===== src/include/dpCore_defines.svh =====
`ifndef DP_CORE_DEFINES_SVH
`define DP_CORE_DEFINES_SVH

// Data path width in bits
`define DP_DATA_W 32

// Architectural register count, r15 is a plain register
`define DP_REG_COUNT 16

// Register address width
`define DP_REG_ADDR_W 4

// Second operand field width in the instruction word
`define DP_OP2_W 12

// Condition and opcode field widths
`define DP_COND_W 4
`define DP_OPC_W 4

`endif


===== src/design/regFile.sv =====
`default_nettype none
`timescale 1ns/1ps

`include "dpCore_defines.svh"

module regFile (
  input  logic                      clk,
  input  logic                      rstN,
  input  logic [`DP_REG_ADDR_W-1:0] readAddrA,
  input  logic [`DP_REG_ADDR_W-1:0] readAddrB,
  output logic [`DP_DATA_W-1:0]     readDataA,
  output logic [`DP_DATA_W-1:0]     readDataB,
  input  logic                      writeEn,
  input  logic [`DP_REG_ADDR_W-1:0] writeAddr,
  input  logic [`DP_DATA_W-1:0]     writeData
);

  logic [`DP_DATA_W-1:0] regs [`DP_REG_COUNT];

  // Read ports are combinational, a write shows up on the next cycle
  assign readDataA = regs[readAddrA];
  assign readDataB = regs[readAddrB];

  always_ff @(posedge clk or negedge rstN) begin
    if (!rstN) begin
      for (int i = 0; i < `DP_REG_COUNT; i++) begin
        regs[i] <= '0;
      end
    end else if (writeEn) begin
      regs[writeAddr] <= writeData;  // Single write port
    end
  end

  // A write must always target a known register
  assert property (@(posedge clk) disable iff (!rstN)
    writeEn |-> !$isunknown(writeAddr))
    else $error("regFile: write enabled with unknown address");

endmodule

`default_nettype wire


===== config.mk =====
export PLATFORM = sky130hd
export DESIGN_NAME = regFile
export DESIGN_NICKNAME = d
export VERILOG_FILES = /design/src/design/regFile.sv
export VERILOG_INCLUDE_DIRS = /design/src /design/src/include
export SDC_FILE = /design/constraint.sdc
export NUM_CORES = 1
export LEC_CHECK = 0
export BUFFER_PORTS_ARGS = -buffer_cell sky130_fd_sc_hd__buf_2
export CORE_AREA = 10 10 286 288
export CTS_CLUSTER_DIAMETER = 40
export DETAILED_ROUTE_END_ITERATION = 6
export DIE_AREA = 0 0 296 298
export PLACE_DENSITY_LB_ADDON = 0.12
export SETUP_SLACK_MARGIN = 0.5
export SYNTH_ARGS = -nofsm -noshare
export SYNTH_HDL_FRONTEND = slang
export SYNTH_SLANG_ARGS = --single-unit
export TNS_END_PERCENT = 50

===== constraint.sdc =====
create_clock -name clk -period 2 [get_ports clk]
set_input_delay 0.4 -clock clk [delete_from_list [all_inputs] [get_ports clk]]
set_output_delay 0.4 -clock clk [all_outputs]
set_load 0.03 [all_outputs]

# After elaboration in Yosys (flattened, before gate mapping)
# Cells that the tools add are included.
# Widths: inputs -> output; s select.
# word_totals
regBits,512
inputBits,47
wordCells,33
# classes
order_cmp,4
mux,9
n_bitwise,3
n_reduce_logical,1
# ops
cell,count
$bwmux 512,1
$bmux 32 s4,2
$mux 32,5
$demux 32 s4,1
$ge 5x5->1 const B,3
$not 4->5,3
$lt 5x1->1 const B,1
$logic_and 1x1->1,1

# Logic depth before layout (Yosys ltp)
# logic_depth
word_depth,6
depth_mapped,5

# Least setup slack after synthesis
# Ideal clock, no wire load.
# synth_timing
path_kind,input-to-output
startpoint,input readAddrB[0]
endpoint,output readDataB[11]
t_arrival_ns,1.853
slack_ns,-0.253
cell_stages,5
path_buffers,2
cell_sequence,buf_2 > buf_2 > mux4_2 > a22oi_1 > nand2_1
# synth_between
elab_chain_cells,4
# synth_rtl
item,line,text
from (decl),regFile.sv:10,"input logic [`DP_REG_ADDR_W-1:0] readAddrB,"
$not 4->5 (not written as such),regFile.sv:22,assign readDataB = regs[readAddrB];
$bmux 32 s4,regFile.sv:22,
$mux 32 (not written as such) (2 in series),regFile.sv:22,
to (decl),regFile.sv:12,"output logic [`DP_DATA_W-1:0] readDataB,"
# Every way passes these cells. The select of a mux whose other input is x is not followed.

# Worst setup path after layout
# layout_timing
startpoint,register regs[152] (netlist name)
endpoint,output readDataA[24]
# layout_between
elab_chain_cells,3
# layout_rtl
item,line,text
from (decl),regFile.sv:18,logic [`DP_DATA_W-1:0] regs [`DP_REG_COUNT];
"from (signal, indexed assignment)",regFile.sv:30,regs[writeAddr] <= writeData;
$bmux 32 s4,regFile.sv:21,assign readDataA = regs[readAddrA];
$mux 32 (not written as such) (2 in series),regFile.sv:21,
to (decl),regFile.sv:11,"output logic [`DP_DATA_W-1:0] readDataA,"
# Every way passes these cells. The select of a mux whose other input is x is not followed.

==> run summary <==
Simple-gate portion of the synthesized area: 1.57%
Via count: 16,700
Max Cap Violations: 0
Startpoint Class: flop
Max Slew Vio Count: 0
Bufs and invs on worst path: 2
Yosys top cell area share: 48.4%
Worst Path Arrival: 2.04 ns
Synth Instances: 1,675
# IOs: 111
Synth area leaders: dfrtp_1, mux4_2, mux2_2
Hold Vio Cnt, Final: 0
Starting Density: 34.9%
Status: finished, violations left
CP Depth: 5
Share of layout cells above drive strength 1: 71.3%
Syn_nets: 1,722
Required @ worst endpoint: 1.60 ns
CTS tree: yes
Vias in the first global route: 18,500
Num CTS Buffers: 103
Yosys warning total: 0
Mux cell area share after synthesis: 43.6%
Clk Latency, worst-skew pair: 0.62 ns
Filler cell count: 6,564
Initial DRC count: 1,052
CP Capture Type: output port
Final Net Count: 1,910
Delay-heaviest family, CP: multiplexers
Static Leakage: 0.0142 uW
Avg Cell Area, Syn: 15.8 um2
Wire length per cell: 28.6 um
Post-synthesis xor/xnor area fraction: 0%
Multi-input gate area: 13,800 um2
CP cell instances: mux4_2, a22oi_2, buf_4, nand2_4, buf_6
Sequential Area: 12,800 um2
Most flop-heavy register: regs
Max Buffers Root-to-Sink: 3
Vias per inst: 5.69
First-pass GRT wire length: 126 mm
Placement Cell Area: 29,800 um2
Power Density: 1210 nW/um2
Die Y: 298 um
Main combinational cell family by area after synthesis: multiplexers
Compound-cell area share of the yosys netlist: 3.63%
Largest net degree at the start of global routing: 66
Die Width: 296 um
Largest register FFs: 512
Post-route insts no fill: 2,929
Synthesis-to-finish area growth: 30.3%
Worst-margin pin slew: 0.489 ns
Design area: 34,500 um2
Period utilization: 122%
FF+latch count, synth: 512
Critical path class: reg2out
VDD IR-drop max: 0.759 mV
Worst path slowest cell: mux4_2
H-tree Lvls: 3
Clk root buf: clkbuf_16
Largest regs: regs: 512 flops
Synthesized area: 26,500 um2
DP HPWL: 52.5 mm
Core Area: 75,700 um2
Total global-route track usage: 19.1%
Seq/Total Area, Yosys: 48.4%
Final setup fails: 64
Hold path depth: 2
Drt total wl: 83.7 mm
Routability congestion estimate: 0.755
Depth of the most critical reg-to-reg path: 2
R2r setup slk: 1.09 ns
Relative slew margins: 67.4%
Failing checks: negative setup slack
Worst min-delay path class: in2reg
Clock sink total: 512
Port bufs: 110
Worst Setup Slack, final: -0.441 ns
Tmin final: 2.44 ns
DRT antenna net count: 0
Max frequency: 410 MHz
Die area: 88,200 um2
Setup Skew: 0 ns
Worst path max stage delay: 0.50 ns
Netlist cell types: 18
Synth area leader: dfrtp_1
Post-synthesis adder-cell area fraction: 0%
CTS clock-pin slew for the worst setup and hold paths: 0.05 ns
RSZ-0062 raised after global routing: true
Placed cells: 2,731
Row count: 101
Congestion Overflow GR: 0
Initial antenna violation count: 5
Residual DRC count: 0
Crit path max fanout: 3
DRT Pass-1 Iters: 5
## cell usage in the layout, fill, tap and decap left out, drive strengths merged
| cell | instances |
|---|---|
| diode | 2 |
| clkinvlp | 11 |
| nand3b | 3 |
| nand2 | 66 |
| a22oi | 128 |
| buf | 253 |
| mux2 | 512 |
| mux4 | 256 |
| or3 | 2 |
| and2 | 2 |
| nor3b | 1 |
| dfrtp | 512 |
| nor2 | 12 |
| inv | 4 |
| bufinv | 16 |
| nand3 | 1 |
| clkinv | 22 |
| dlygate4sd3 | 1 |
| nand2b | 4 |
| nor2b | 5 |
| clkbuf | 138 |
## stage by stage
stage               utilization (%)  setup WS (ns)  TNS, ns  hold slack (ns)  total power, uW
finish                         45.5         -0.441   -23.08            0.221            41800
global route                   45.5         -0.511   -27.65            0.235            43600
CTS                            45.5         -0.482   -25.97            0.185            42200
detailed placement             39.4         -0.424   -22.55            0.366            23000
global placement               39.4         -0.421   -22.33            0.354            22700
floorplan                         -         0.0394        0            0.104            20300
## cell usage after synthesis, drive strengths merged
| cell type | number |
|---|---|
| nand3b | 3 |
| or3 | 2 |
| nand2b | 4 |
| a22oi | 128 |
| nand3 | 1 |
| nor2b | 5 |
| clkbuf | 92 |
| dfrtp | 512 |
| and2 | 2 |
| nor2 | 12 |
| nor3b | 1 |
| mux2 | 512 |
| mux4 | 256 |
| nand2 | 66 |
| buf | 79 |
## worst reg2reg max path, delay by kind of cell (launching register included)
| family | cells | cell delay, ns |
|---|---|---|
| flip-flops | 1 | 0.40 |
| multiplexers | 1 | 0.25 |
| buffers and inverters | 1 | 0.14 |
## path summary, 6_finish.rpt
| kind | from | end |
|---|---|---|
| min in group asynchronous | rstN | regs[486] |
| worst min register to register | regs[358] | regs[358] |
| worst min-delay path | writeData[6] | regs[454] |
| worst max-delay path | regs[152] | readDataA[24] |
| max in group asynchronous | rstN | regs[317] |
| worst max register to register | regs[220] | regs[220] |
## power breakdown
part	switching [uW]	internal, uW
Combinational	3710	5310
Sequential	1740	12800
Clock	5760	12400
## what timing repair did
item                       4_1_cts  5_1_grt
pin swaps                       98       20
hold buffers                     1        0
hold endpoints to repair        25        0
buffers inserted                 2        2
resized for setup              208       10
setup endpoints to repair       64       64
## routing by layer
layer  GRT usage (%)  wire length, um
met5               0               31
met4            5.95             1850
met2            30.9            40800
met3            3.37             3830
met1            25.8            37100
## area by class of cell
class                      instances  share of cell area, %
clock inverter                    53                   2.14
antenna                            2                 0.0145
timing repair buffer             254                   8.55
sequential                       512                   37.2
clock buffer                     138                   8.62
multi-input combinational        992                   39.9
tap                              978                   3.55
## cells by family after synthesis
group	Yosys count
AO/OA/AOI/OAI	128
AND/OR/NAND/NOR	96
multiplexers	768
flip-flops	512
buffers and inverters	171
Note: power is estimated with default switching activity, not from simulation.
