--- src/include/dpCore_defines.svh ---
`ifndef DP_CORE_DEFINES_SVH
`define DP_CORE_DEFINES_SVH

// Data path width in bits
`define DP_DATA_W 32

// Architectural register count, r15 is a plain register
`define DP_REG_COUNT 16

// Register address width
`define DP_REG_ADDR_W 4

// Second operand field width in the instruction word
`define DP_OP2_W 12

// Condition and opcode field widths
`define DP_COND_W 4
`define DP_OPC_W 4

`endif

--- src/design/dpPkg.sv ---
`default_nettype none

`include "dpCore_defines.svh"

package dpPkg;

  // Data-processing opcodes, ARM encoding order
  typedef enum logic [`DP_OPC_W-1:0] {
    opAnd = 4'b0000,
    opEor = 4'b0001,
    opSub = 4'b0010,
    opRsb = 4'b0011,
    opAdd = 4'b0100,
    opAdc = 4'b0101,
    opSbc = 4'b0110,
    opRsc = 4'b0111,
    opTst = 4'b1000,
    opTeq = 4'b1001,
    opCmp = 4'b1010,
    opCmn = 4'b1011,
    opOrr = 4'b1100,
    opMov = 4'b1101,
    opBic = 4'b1110,
    opMvn = 4'b1111
  } aluOpT;

  // Condition field, NV never passes
  typedef enum logic [`DP_COND_W-1:0] {
    condEq, condNe, condCs, condCc,
    condMi, condPl, condVs, condVc,
    condHi, condLs, condGe, condLt,
    condGt, condLe, condAl, condNv
  } condT;

  typedef struct packed {
    logic n;
    logic z;
    logic c;
    logic v;
  } flagsT;

  // Instruction word, MSB first
  typedef struct packed {
    condT                     cond;
    logic [1:0]               fixedBits;  // Always 00 for data processing, ignored
    logic                     immFlag;
    aluOpT                    opcode;
    logic                     setFlags;
    logic [`DP_REG_ADDR_W-1:0] rn;
    logic [`DP_REG_ADDR_W-1:0] rd;
    logic [`DP_OP2_W-1:0]     operand2;
  } dpInstrT;

  typedef struct packed {
    logic [`DP_DATA_W-1:0] aOperand;
    logic [`DP_DATA_W-1:0] bOperand;
    aluOpT                 op;
  } operandsT;

endpackage

`default_nettype wire

--- src/design/operandUnit.sv ---
`default_nettype none
`timescale 1ns/1ps

`include "dpCore_defines.svh"

module operandUnit (
  input  dpPkg::dpInstrT            instr,
  output logic [`DP_REG_ADDR_W-1:0] readAddrA,
  output logic [`DP_REG_ADDR_W-1:0] readAddrB,
  input  logic [`DP_DATA_W-1:0]     readDataA,
  input  logic [`DP_DATA_W-1:0]     readDataB,
  output dpPkg::operandsT           operands,
  output logic [`DP_REG_ADDR_W-1:0] destAddr
);
  import dpPkg::*;

  logic [3:0]              rotField;
  logic [7:0]              imm8;
  logic [4:0]              rotAmt;
  logic [4:0]              shiftAmt;
  logic [`DP_DATA_W-1:0]   immExt;
  logic [2*`DP_DATA_W-1:0] immDoubled;
  logic [2*`DP_DATA_W-1:0] immShifted;
  logic [`DP_DATA_W-1:0]   immOperand;
  logic [`DP_DATA_W-1:0]   regOperand;
  logic                    moveOp;

  // Field split
  assign rotField  = instr.operand2[11:8];
  assign imm8      = instr.operand2[7:0];
  assign shiftAmt  = instr.operand2[11:7];
  assign readAddrA = instr.rn;
  assign readAddrB = instr.operand2[3:0];  // rm
  assign destAddr  = instr.rd;

  // Rotate right by twice the rotate field
  assign rotAmt     = {rotField, 1'b0};
  assign immExt     = {{(`DP_DATA_W-8){1'b0}}, imm8};
  assign immDoubled = {immExt, immExt};
  assign immShifted = immDoubled >> rotAmt;
  assign immOperand = immShifted[`DP_DATA_W-1:0];

  // Shift type bits 6:5 ignored, only LSL is supported
  assign regOperand = readDataB << shiftAmt;

  assign moveOp = (instr.opcode == opMov) || (instr.opcode == opMvn);

  always_comb begin
    operands.aOperand = moveOp ? '0 : readDataA;  // MOV and MVN pass B through the adder
    operands.bOperand = instr.immFlag ? immOperand : regOperand;
    operands.op       = instr.opcode;
  end

endmodule

`default_nettype wire

--- config.mk ---
export PLATFORM = sky130hd
export DESIGN_NAME = operandUnit
export DESIGN_NICKNAME = d
export VERILOG_FILES = /design/src/design/dpPkg.sv /design/src/design/operandUnit.sv
export VERILOG_INCLUDE_DIRS = /design/src /design/src/include
export SDC_FILE = /design/constraint.sdc
export NUM_CORES = 1
export LEC_CHECK = 0
export ABC_CLOCK_PERIOD_IN_PS = 1920
export BUFFER_PORTS_ARGS = -buffer_cell sky130_fd_sc_hd__clkbuf_2
export CAP_MARGIN = 20
export CORE_MARGIN = 5
export CORE_UTILIZATION = 41
export DETAILED_ROUTE_END_ITERATION = 10
export PLACE_DENSITY_LB_ADDON = 0.2
export SYNTH_ARGS = -nofsm -noshare
export SYNTH_HDL_FRONTEND = slang
export SYNTH_SLANG_ARGS = --single-unit
--- constraint.sdc ---
create_clock -name vclk -period 1.92
set_input_delay 0.288 -clock vclk [all_inputs]
set_output_delay 0.288 -clock vclk [all_outputs]
set_load 0.05 [all_outputs]
Word-level counts from Yosys, hierarchy flattened

Cells that the tools add are included.

Logic and storage cells: 7
Output and inout port bits: 80
Register bits after elaboration: 0

Equality and inequality tests: 2
Shift operators: 2
Muxes and demuxes: 2
Reductions and logical operators: 1

Operators by type and width:

| operator                             | number |
|---|---|
| 2-to-1 mux 32 bit                    | 2 |
| >> shifter 40 x 5 -> 32 bit          | 1 |
| << shifter 32 x 5 -> 32 bit          | 1 |
| == test 4 bit, second input constant | 2 |
| logical OR 1 bit                     | 1 |

Logic depth before layout (Yosys ltp)

Word-level depth: 3
Depth in mapped cells: 9
Depth with buffers taken out: 5

Least setup slack after synthesis

Ideal clock, no wire load.

Kind: input to output
Start point: in instr[10] (netlist name)
End point: out operands[22] (netlist name)
Arrival time: 3044 ps
Data required time: 1632 ps
Slack: -1412 ps
Stages on the path: 5
Path through: clkbuf_1 > inv_1 > clkbuf_1 > mux2_2 > o311ai_0

RTL lines:

| item            | line              | RTL |
|---|---|---|
| start, declared | operandUnit.sv:7  | `input dpPkg::dpInstrT instr,` |
| end, declared   | operandUnit.sv:12 | `output dpPkg::operandsT operands,` |

==> flow_summary.json <==
{
  "status": "finished, violations left",
  "violations": "setup timing",
  "holdBufCountCts": 0,
  "drt_iter0_drc": 949,
  "die_h_um": 91,
  "diodes": 0,
  "arrival_ns": 2.13,
  "power_mw": 2.33,
  "ff_latch_area_um2": 0,
  "min_path_cells": 0,
  "antenna_found_initial": 1,
  "dp_hpwl_um": 11600,
  "cp_slowest_cell": "or3b_4",
  "synth_top_cells_by_count": "44 x mux2i_1, 41 x nand2_1, 32 x and2_1",
  "hold_viol_final": 0,
  "setup_violations": 32,
  "synth_fa_ha_area_share_pct": 0,
  "core.rowCount": 29,
  "final_area_mm2": 0.00591,
  "min_to": "destAddr[0]",
  "critical-path-max-stage-delay_ns": 0.42,
  "yosys.area_share.xor_xnor_pct": 0,
  "period_needed_ns": 2.42,
  "p_comb_share_pct": 100.0,
  "crit_family": "compound AO/OA/AOI/OAI gates",
  "min_from": "instr[12]",
  "grt_start_max_net_pins": 33,
  "synth_area_leader_cell": "mux2i_1",
  "seq_cell_count": 0,
  "maxCapViolations": 0,
  "cp_max_fo": 6,
  "synthSimpleGateAreaFrac_pct": 27.3,
  "p_sw_mw": 1.32,
  "vias_per_cell": 7.15,
  "pwr-share-seq_pct": 0,
  "end_kind": "primary output",
  "synthMuxAreaShare_pct": 32.5,
  "synth_compound_area_share_pct": 28.6,
  "postRouteWirelength_um": 20500,
  "initial_core_util_pct": 42.4,
  "grt_pass1_wl_um": 24500,
  "portBuffers": 151,
  "setup_tns_ns": -8.76,
  "synth_area_leaders": "mux2i_1 16%, mux2_2 12%, and2_1 7.4%, o22ai_1 6.0%, nand2_1 5.7%",
  "place_ws_ns": -0.585,
  "fp.dieW_um": 91,
  "start_kind": "input pin",
  "intPower_mw": 1.02,
  "synth_area_mm2": 0.00269,
  "report.final.slew_viol_count": 0,
  "critPathMostFrequentCell": "clkbuf_16",
  "grt_usage_pct": 35.8,
  "crit_chain": "clkbuf_16 -> buf_8 -> mux2_4 -> o22ai_1 -> nor3_1 -> a21oi_1 -> or3b_4 -> clkbuf_16",
  "fmax_ghz": 0.414,
  "ir_worst_vdd_mv": 0.365,
  "dieArea_mm2": 0.00828,
  "required_ns": 1.63,
  "synthCells": 385,
  "synth_top_family_by_area": "multiplexers",
  "ys_seq_area_share_pct": 0,
  "ys.warnings.count": 0,
  "antenna_left": 0,
  "cp.buffers_inverters": 3,
  "area_delta_synth_final_pct": 120,
  "swShare_pct": 56.4,
  "period_share_pct": 126,
  "grt_overflow_total": 0,
  "maxSlewHeadroom_pct": 67.6,
  "yosysMostFrequentCell": "mux2i_1",
  "pwr_density_cell_mw_per_mm2": 395,
  "synth_nets": 481,
  "ios": 176,
  "num_vias": 5085,
  "nClkBuffers": 0,
  "drtPass1Iterations": 8,
  "wl_per_cell_um": 28.9,
  "coreArea_mm2": 0.00635,
  "power_leakage_nw": 2.65,
  "grt_pass1_vias": 4510,
  "hold-worst-slack_ns": 0.576,
  "drive_gt1_share_pct": 69.9,
  "nets": 732,
  "rsz0062_at_grt": "yes",
  "drc_errors": 0,
  "syn_avg_cell_area_um2": 6.99,
  "setup_ws_ns": -0.498,
  "p_clk_share_pct": 0,
  "synth_top_area_share_pct": 16.4,
  "max_slew.worst_pin.slew_ns": 0.483,
  "worst-setup-path-type": "input pin to primary output",
  "dpl-instance-area_mm2": 0.00466,
  "hold_path_class": "input pin to primary output",
  "synth_cell_type_count": 54,
  "gp_congestion": 1.01
}
==> timing repair <==
action	4_1_cts	5_1_grt
pin swaps	31	29
setup endpoints to repair	32	64
resized for setup	139	101
setup buffers	11	8
cloned	2	0
==> power groups by stage <==
| stage | registers [mW] | logic, mW | clock network (mW) |
|---|---|---|---|
| 2_1_floorplan | 0 | 1.11 | 0 |
| 3_3_place_gp | 0 | 1.70 | 0 |
| 3_5_place_dp | 0 | 1.71 | 0 |
| 4_1_cts | 0 | 1.99 | 0 |
| 5_1_grt | 0 | 2.37 | 0 |
| 6_report | 0 | 2.33 | 0 |
==> worst max path at each step <==
stage,slack [ns],end,cells after the start,startpoint
floorplan,-0.29,operands[27],5,instr[11]
global placement,-0.54,operands[34],8,instr[8]
detailed placement,-0.59,operands[30],8,instr[8]
CTS,-0.33,operands[33],8,instr[8]
global route,-0.48,operands[32],8,instr[8]
finish,-0.50,operands[32],8,instr[8]
==> layer usage <==
layer	GRT usage (%)	share of wire, %	vias to the layer above
met5	0	0.093	-
met3	4.79	14	211
met2	61.6	43	610
met4	15.4	9.8	2
met1	44.5	33	2313
li1	-	-	1949
==> through the flow <==
| step | instances | util (%) |
|---|---|---|
| finish | 711 | 93.0 |
| global route | 711 | 93.0 |
| CTS | 703 | 85.1 |
| detailed placement | 692 | 73.4 |
| global placement | 692 | 73.4 |
| floorplan | 385 | - |
==> logic make-up after synthesis <==
family / count (synthesis)
AO/OA/AOI/OAI: 108
buffers and inverters: 52
multiplexers: 78
AND/OR/NAND/NOR: 147
==> layout by cell type (no fill, tap or decap), types with 5 or more instances in the layout <==
cell type  synthesis  routed
o22ai_4            0       5
mux2i_1           44      16
mux2i_2            1       9
nor2_1            30      26
clkbuf_16          0       7
o22ai_2            0       7
nand3_1            9       8
buf_8              0      17
clkbuf_2           0     115
nand2_1           41      38
and2_1            32      32
o221ai_2           1       6
a21oi_2            0       5
buf_4             18     113
buf_6              3      23
mux2_2            28       6
a22oi_2            0       8
buf_12             1      14
o21ai_2            0       6
mux2_4             1      23
clkbuf_8           0       5
a21oi_1           12       6
o211ai_1           7       7
mux2i_4            0      20
o22ai_1           26      14
nor2b_1            8       6
==> final cells by class <==
| type | instances | area, µm² |
|---|---|---|
| inverter | 6 | 33.8 |
| tap | 77 | 96.3 |
| multi-input combinational | 333 | 3290 |
| timing repair buffer | 295 | 2490 |
| fill | 210 | 443 |
Power figures use the tool's default switching activity.
