`src/include/dpCore_defines.svh`:
```
`ifndef DP_CORE_DEFINES_SVH
`define DP_CORE_DEFINES_SVH

// Data path width in bits
`define DP_DATA_W 32

// Architectural register count, r15 is a plain register
`define DP_REG_COUNT 16

// Register address width
`define DP_REG_ADDR_W 4

// Second operand field width in the instruction word
`define DP_OP2_W 12

// Condition and opcode field widths
`define DP_COND_W 4
`define DP_OPC_W 4

`endif

```
`src/design/dpPkg.sv`:
```
`default_nettype none

`include "dpCore_defines.svh"

package dpPkg;

  // Data-processing opcodes, ARM encoding order
  typedef enum logic [`DP_OPC_W-1:0] {
    opAnd = 4'b0000,
    opEor = 4'b0001,
    opSub = 4'b0010,
    opRsb = 4'b0011,
    opAdd = 4'b0100,
    opAdc = 4'b0101,
    opSbc = 4'b0110,
    opRsc = 4'b0111,
    opTst = 4'b1000,
    opTeq = 4'b1001,
    opCmp = 4'b1010,
    opCmn = 4'b1011,
    opOrr = 4'b1100,
    opMov = 4'b1101,
    opBic = 4'b1110,
    opMvn = 4'b1111
  } aluOpT;

  // Condition field, NV never passes
  typedef enum logic [`DP_COND_W-1:0] {
    condEq, condNe, condCs, condCc,
    condMi, condPl, condVs, condVc,
    condHi, condLs, condGe, condLt,
    condGt, condLe, condAl, condNv
  } condT;

  typedef struct packed {
    logic n;
    logic z;
    logic c;
    logic v;
  } flagsT;

  // Instruction word, MSB first
  typedef struct packed {
    condT                     cond;
    logic [1:0]               fixedBits;  // Always 00 for data processing, ignored
    logic                     immFlag;
    aluOpT                    opcode;
    logic                     setFlags;
    logic [`DP_REG_ADDR_W-1:0] rn;
    logic [`DP_REG_ADDR_W-1:0] rd;
    logic [`DP_OP2_W-1:0]     operand2;
  } dpInstrT;

  typedef struct packed {
    logic [`DP_DATA_W-1:0] aOperand;
    logic [`DP_DATA_W-1:0] bOperand;
    aluOpT                 op;
  } operandsT;

endpackage

`default_nettype wire

```
`src/design/condUnit.sv`:
```
`default_nettype none
`timescale 1ns/1ps

module condUnit (
  input  logic          clk,
  input  logic          rstN,
  input  logic          instrValid,
  input  dpPkg::condT   cond,
  input  dpPkg::aluOpT  op,
  input  logic          setFlags,
  input  logic          doNotWriteReg,
  input  dpPkg::flagsT  aluFlags,
  output dpPkg::flagsT  flags,
  output logic          wbEn
);
  import dpPkg::*;

  logic condPass;
  logic compareOp;
  logic flagWrite;

  // Condition check against the stored flags
  always_comb begin
    case (cond)
      condEq:  condPass = flags.z;
      condNe:  condPass = !flags.z;
      condCs:  condPass = flags.c;
      condCc:  condPass = !flags.c;
      condMi:  condPass = flags.n;
      condPl:  condPass = !flags.n;
      condVs:  condPass = flags.v;
      condVc:  condPass = !flags.v;
      condHi:  condPass = flags.c && !flags.z;
      condLs:  condPass = !flags.c || flags.z;
      condGe:  condPass = (flags.n == flags.v);
      condLt:  condPass = (flags.n != flags.v);
      condGt:  condPass = !flags.z && (flags.n == flags.v);
      condLe:  condPass = flags.z || (flags.n != flags.v);
      condAl:  condPass = 1'b1;
      default: condPass = 1'b0;  // NV
    endcase
  end

  assign compareOp = op inside {opTst, opTeq, opCmp, opCmn};

  assign wbEn      = instrValid && condPass && !doNotWriteReg;
  // Compare-type opcodes set flags even with S clear
  assign flagWrite = instrValid && condPass && (setFlags || compareOp);

  always_ff @(posedge clk or negedge rstN) begin
    if (!rstN) begin
      flags <= '0;
    end else if (flagWrite) begin
      flags <= aluFlags;  // All four replaced together
    end
  end

  // Idle cycles leave the flags alone
  assert property (@(posedge clk) disable iff (!rstN)
    !instrValid |=> $stable(flags))
    else $error("condUnit: flags changed without a valid instruction");

endmodule

`default_nettype wire

```
`config.mk`:
```
export PLATFORM = sky130hd
export DESIGN_NAME = condUnit
export DESIGN_NICKNAME = d
export VERILOG_FILES = /design/src/design/dpPkg.sv /design/src/design/condUnit.sv
export VERILOG_INCLUDE_DIRS = /design/src /design/src/include
export SDC_FILE = /design/constraint.sdc
export NUM_CORES = 1
export LEC_CHECK = 0
export BUFFER_PORTS_ARGS = -buffer_cell sky130_fd_sc_hd__buf_2
export CAP_MARGIN = 0
export CORE_AREA = 2 2 39 41
export DETAILED_ROUTE_END_ITERATION = 7
export DIE_AREA = 0 0 41 43
export GPL_TIMING_DRIVEN = 0
export REMOVE_ABC_BUFFERS = 1
export SLEW_MARGIN = 0
export SYNTH_ARGS = -nofsm -noshare
export SYNTH_HDL_FRONTEND = slang
export SYNTH_SLANG_ARGS = --single-unit
```
`constraint.sdc`:
```
create_clock -name clk -period 2 [get_ports clk]
set_input_delay 0.2 -clock clk [delete_from_list [all_inputs] [get_ports clk]]
set_output_delay 0.2 -clock clk [all_outputs]
set_load 0.02 [all_outputs]
```
## After elaboration in Yosys (flattened, before gate mapping)

Cells that the tools add are included.

| storage, ports and cells | value |
|---|---|
| word-level logic and storage cells | 40 |
| input bits | 17 |
| register bits after elaboration | 4 |
| output and inout bits | 5 |

| operators by class | value |
|---|---|
| equality and inequality tests | 20 |
| reductions and logical operators | 15 |
| mux-type cells | 1 |

Operator list:

| cell | number |
|---|---|
| == test 4 bit (second input constant) | 11 |
| == test 4 x 3 -> 1 bit (second input constant) | 4 |
| case mux 1 bit (15 select lines) | 1 |
| == test 4 x 2 -> 1 bit (second input constant) | 2 |
| logical AND 1 bit | 5 |
| zero test 1 bit | 5 |
| == test 4 x 1 -> 1 bit (second input constant) | 1 |
| zero test 4 bit | 1 |
| nonzero test 4 bit | 1 |
| logical OR 1 bit | 3 |
| == test 1 bit | 1 |
| != test 1 bit | 1 |

## Logic depth before layout (Yosys ltp)

| logic depth | value |
|---|---|
| depth in word-level cells | 5 |
| depth in mapped cells | 6 |
| depth with buffers taken out | 5 |

## Worst setup path after synthesis

Ideal clock, no wire load.

| timing | value |
|---|---|
| kind | reg2reg |
| start point | register flags[3] in the netlist's numbering |
| end point | register flags[0] in the netlist's numbering |
| path slack | 0.186 ns |
| clock period less this slack | 1.814 ns |
| data required time | 1.875 ns |
| data arrival time | 1.689 ns |
| setup time | 0.125 ns |
| path buffers | 0 |
| cell stages (with the launch flop) | 6 |
| cell sequence | dfrtp_1 xnor2_1 o21ai_0 a221o_2 o211ai_4 mux2_4 |

| between the ends | value |
|---|---|
| word-level cells in the longest chain between the ends | 5 |
| elaborated cells on any way between the ends | 8 |
| classes of those cells | eq/ne: 2; mux: 1; reduce/logical: 5 |

RTL lines:

| item | line | source |
|---|---|---|
| from (decl) | condUnit.sv:13 | `output dpPkg::flagsT flags,` |
| from (signal assigned) | condUnit.sv:54 | `flags <= aluFlags;` |
| != test 1 bit or == test 1 bit (tied branches) | -- |  |
| logical OR 1 bit or logical AND 1 bit (tied branches) | condUnit.sv:38, condUnit.sv:37 |  |
| case mux 1 bit (15 select lines) (*) | condUnit.sv:24 | `case (cond)` |
| logical AND 1 bit (*) (2 in series) | condUnit.sv:48 | `assign flagWrite = instrValid && condPass && (setFlags \|\| compareOp);` |

Every way passes the cells marked *; elsewhere a longest branch is shown, timed or not.
A chain may end at the register's enable or synchronous reset.

## Worst setup path after layout

| timing | value |
|---|---|
| start point | register flags[3] in the netlist's numbering |
| end point | output wbEn |

| between the ends | value |
|---|---|
| word-level cells in the longest chain between the ends | 5 |
| elaborated cells on any way between the ends | 8 |
| classes of those cells | eq/ne: 2; mux: 1; reduce/logical: 5 |

RTL lines:

| item | line | source |
|---|---|---|
| != test 1 bit or == test 1 bit (tied branches) | -- |  |
| logical OR 1 bit or logical AND 1 bit (tied branches) | condUnit.sv:38, condUnit.sv:37 |  |
| case mux 1 bit (15 select lines) (*) | condUnit.sv:24 |  |
| logical AND 1 bit (*) (2 in series) | condUnit.sv:46 | `assign wbEn = instrValid && condPass && !doNotWriteReg;` |
| to (decl) | condUnit.sv:14 | `output logic wbEn` |

Marked as above.

==> qor.yml <==
status:
  status: "complete, no violations"
drt:
  wl_per_cell_um: 11.8
  via_per_inst: 5.12
  totalWireLength_um: 897
  vias: 389
  remaining_drc_errors: 0
  postRouteAntennaNets: 0
  drt_iter0_markers: 0
  drt_pre_antenna_iters: 1
hold_path:
  hp-class: "in2reg"
  hold_path_startpoint: "aluFlags[3]"
place:
  dpl_cell_area_um2: 510
  port_buffers: 19
  routabilityCongestion: 0.687
  pre_cts_ws_ns: 0.162
final_layout:
  area_growth_pct: 31.5
  largestRegisters: "flags (4)"
  final_nets: 79
  antenna_cells_inserted: 0
  fill_cells: 144
  drive_gt1_share_pct: 65.0
  largest_register_ff_count: 4
  largest-register: "flags"
  stdcell_area_um2: 559
yosys:
  netlist_instances: 39
  synth_area_per_cell_um2: 10.9
  synth_area_um2: 425
  synth_top_area_share_pct: 23.5
  synth-edff-count: 0
  yosys_warnings: 0
  async_reset_ff_share_pct: 100
  synth.distinct_cells: 29
  synth_ff_type: "dfrtp_1"
  yosysTopAreaCell: "dfrtp_1"
  ys_ff_latch: 4
  synth_commonest_cells: "dfrtp_1 (4), mux2_4 (4)"
  ys_top_cells_by_area: "dfrtp_1 (24%), mux2_4 (14%), buf_6 (5.3%), o211ai_4 (5.0%), and2b_2 (4.1%)"
  synth-seq-area-share_pct: 23.5
global_route:
  grt_pass1_vias: 360
  antenna_found_initial: 0
  overflow: 0
  grt_max_degree: 12
  grt_use_total_pct: 12.1
  grt_first_pass_wirelength_mm: 1.42
worst_setup_path:
  arrival_ns: 1.74
  crit_required_ns: 1.80
  cp-startpoint: "flags[3]"
  r2r_start: "flags[3]"
  path_max_fanout: 5
  critPathLaunchType: "register"
  end_kind: "output pin"
  crit_type: "reg2out"
timing:
  min_period_ns: 1.94
  fin_tns_setup_ns: 0
  timing.hold.ws_ns: 0.195
  tightest_slew_ns: 0.286
  finalSetupViolations: 0
  finalHoldViolations: 0
  slew_headroom_pct: 80.8
  skew_ns: 0.00293
  slew_violations: 0
  fin_crit_sh_pct: 97.1
  rsz0062_at_grt: "no"
  max_freq_mhz: 515
  postLayoutSetupSlackWorst_ns: 0.0579
power_and_ir_drop:
  power_density_nw_per_um2: 1030
  p_leak_nw: 0.269
  ir_drop_v: 0.000387
  finalPower_uw: 578
clock_tree:
  clk_pin_slew_ns: 0.04
  cts_made_buffers: 3
  clock_path_buffers: 2
  cts_tree: "yes"
  clk_latency_ns: 0.23
  cts_sinks: 4
  htree_levels: 1
  clock-root-buffer: "clkbuf_4"
die:
  die_x_um: 41
  io_pins: 22
  start_util_pct: 30.7
  die_area_um2: 1760
  rows: 14
  die_h_um: 43
  core_um2: 1380
flow_run:
  maxCapViolations: 0
==> worst max-delay path, stage by stage (launching register included) <==
cell	delay, ns
dfrtp_2	0.44
or4b_1	0.52
o211ai_2	0.08
a221o_2	0.17
nand2_1	0.06
nor2_1	0.08
buf_2	0.16
==> layout by cell type (no fill, tap or decap), types with 2 or more instances in the layout <==
cell       n
buf_2     19
mux2_4     4
clkbuf_4   3
dfrtp_1    3
and2b_2    2
nand2_1    2
or2b_2     2
==> metal layers <==
metal	track usage (%)	vias up	share of wire [%]
met5	0	-	0
met4	10.0	0	0
met3	1.57	0	6.6
met2	17.2	13	48
met1	15.3	179	45
li1	-	197	-
==> power breakdown <==
| group | total, mW | switching [mW] | leakage [nW] | internal, mW |
|---|---|---|---|---|
| registers | 0.175 | 0.0575 | 0.0459 | 0.117 |
| clock network | 0.0997 | 0.0326 | 0.0138 | 0.0671 |
| logic | 0.303 | 0.139 | 0.210 | 0.164 |
| total | 0.578 | 0.229 | 0.269 | 0.349 |
==> layout make-up <==
class / count / area (um2) / share of cell area (%)
repair buffers: 21 / 113 / 20.1
flip-flops and latches: 4 / 101 / 18.1
multi-input cells: 31 / 299 / 53.5
well taps: 16 / 20.0 / 3.58
clock buffers: 3 / 22.5 / 4.03
inverters: 1 / 3.75 / 0.671
==> per-stage QoR <==
| step | std cells | utilization [%] |
|---|---|---|
| 6_report | 76 | 40.4 |
| 5_1_grt | 76 | 40.4 |
| 4_1_cts | 75 | 39.2 |
| 3_5_place_dp | 71 | 36.9 |
| 3_3_place_gp | 71 | 36.9 |
| 2_1_floorplan | 36 | - |
==> cell families (layout without fill, tap and decap cells) <==
family          after synthesis  count (layout)  synth area share [%]
xor+xnor                      1               1                  2.06
mux                           5               5                  16.5
flops                         4               4                  23.5
simple gates                 12              12                  20.0
compound gates               13              13                  30.0
buf+inv                       4              25                  7.94
==> worst paths after layout <==
path / to / slack (ns) / depth (start not counted)
max: wbEn / 0.06 / 6
min: flags[3] / 0.19 / 2
max reg2reg: flags[1] / 0.23 / 5
min reg2reg: flags[2] / 0.61 / 1
max in group asynchronous: flags[3] / 1.57 / 2
min in group asynchronous: flags[0] / 0.30 / 2
==> what timing repair did <==
| item | 4_1_cts | 5_1_grt |
|---|---|---|
| hold buffers | 1 | 0 |
| hold endpoints to repair | 4 | 0 |
| resized for setup | 0 | 2 |
| setup buffers | 0 | 1 |
| setup endpoints to repair | 0 | 1 |
(Power assumes the default switching activity.)
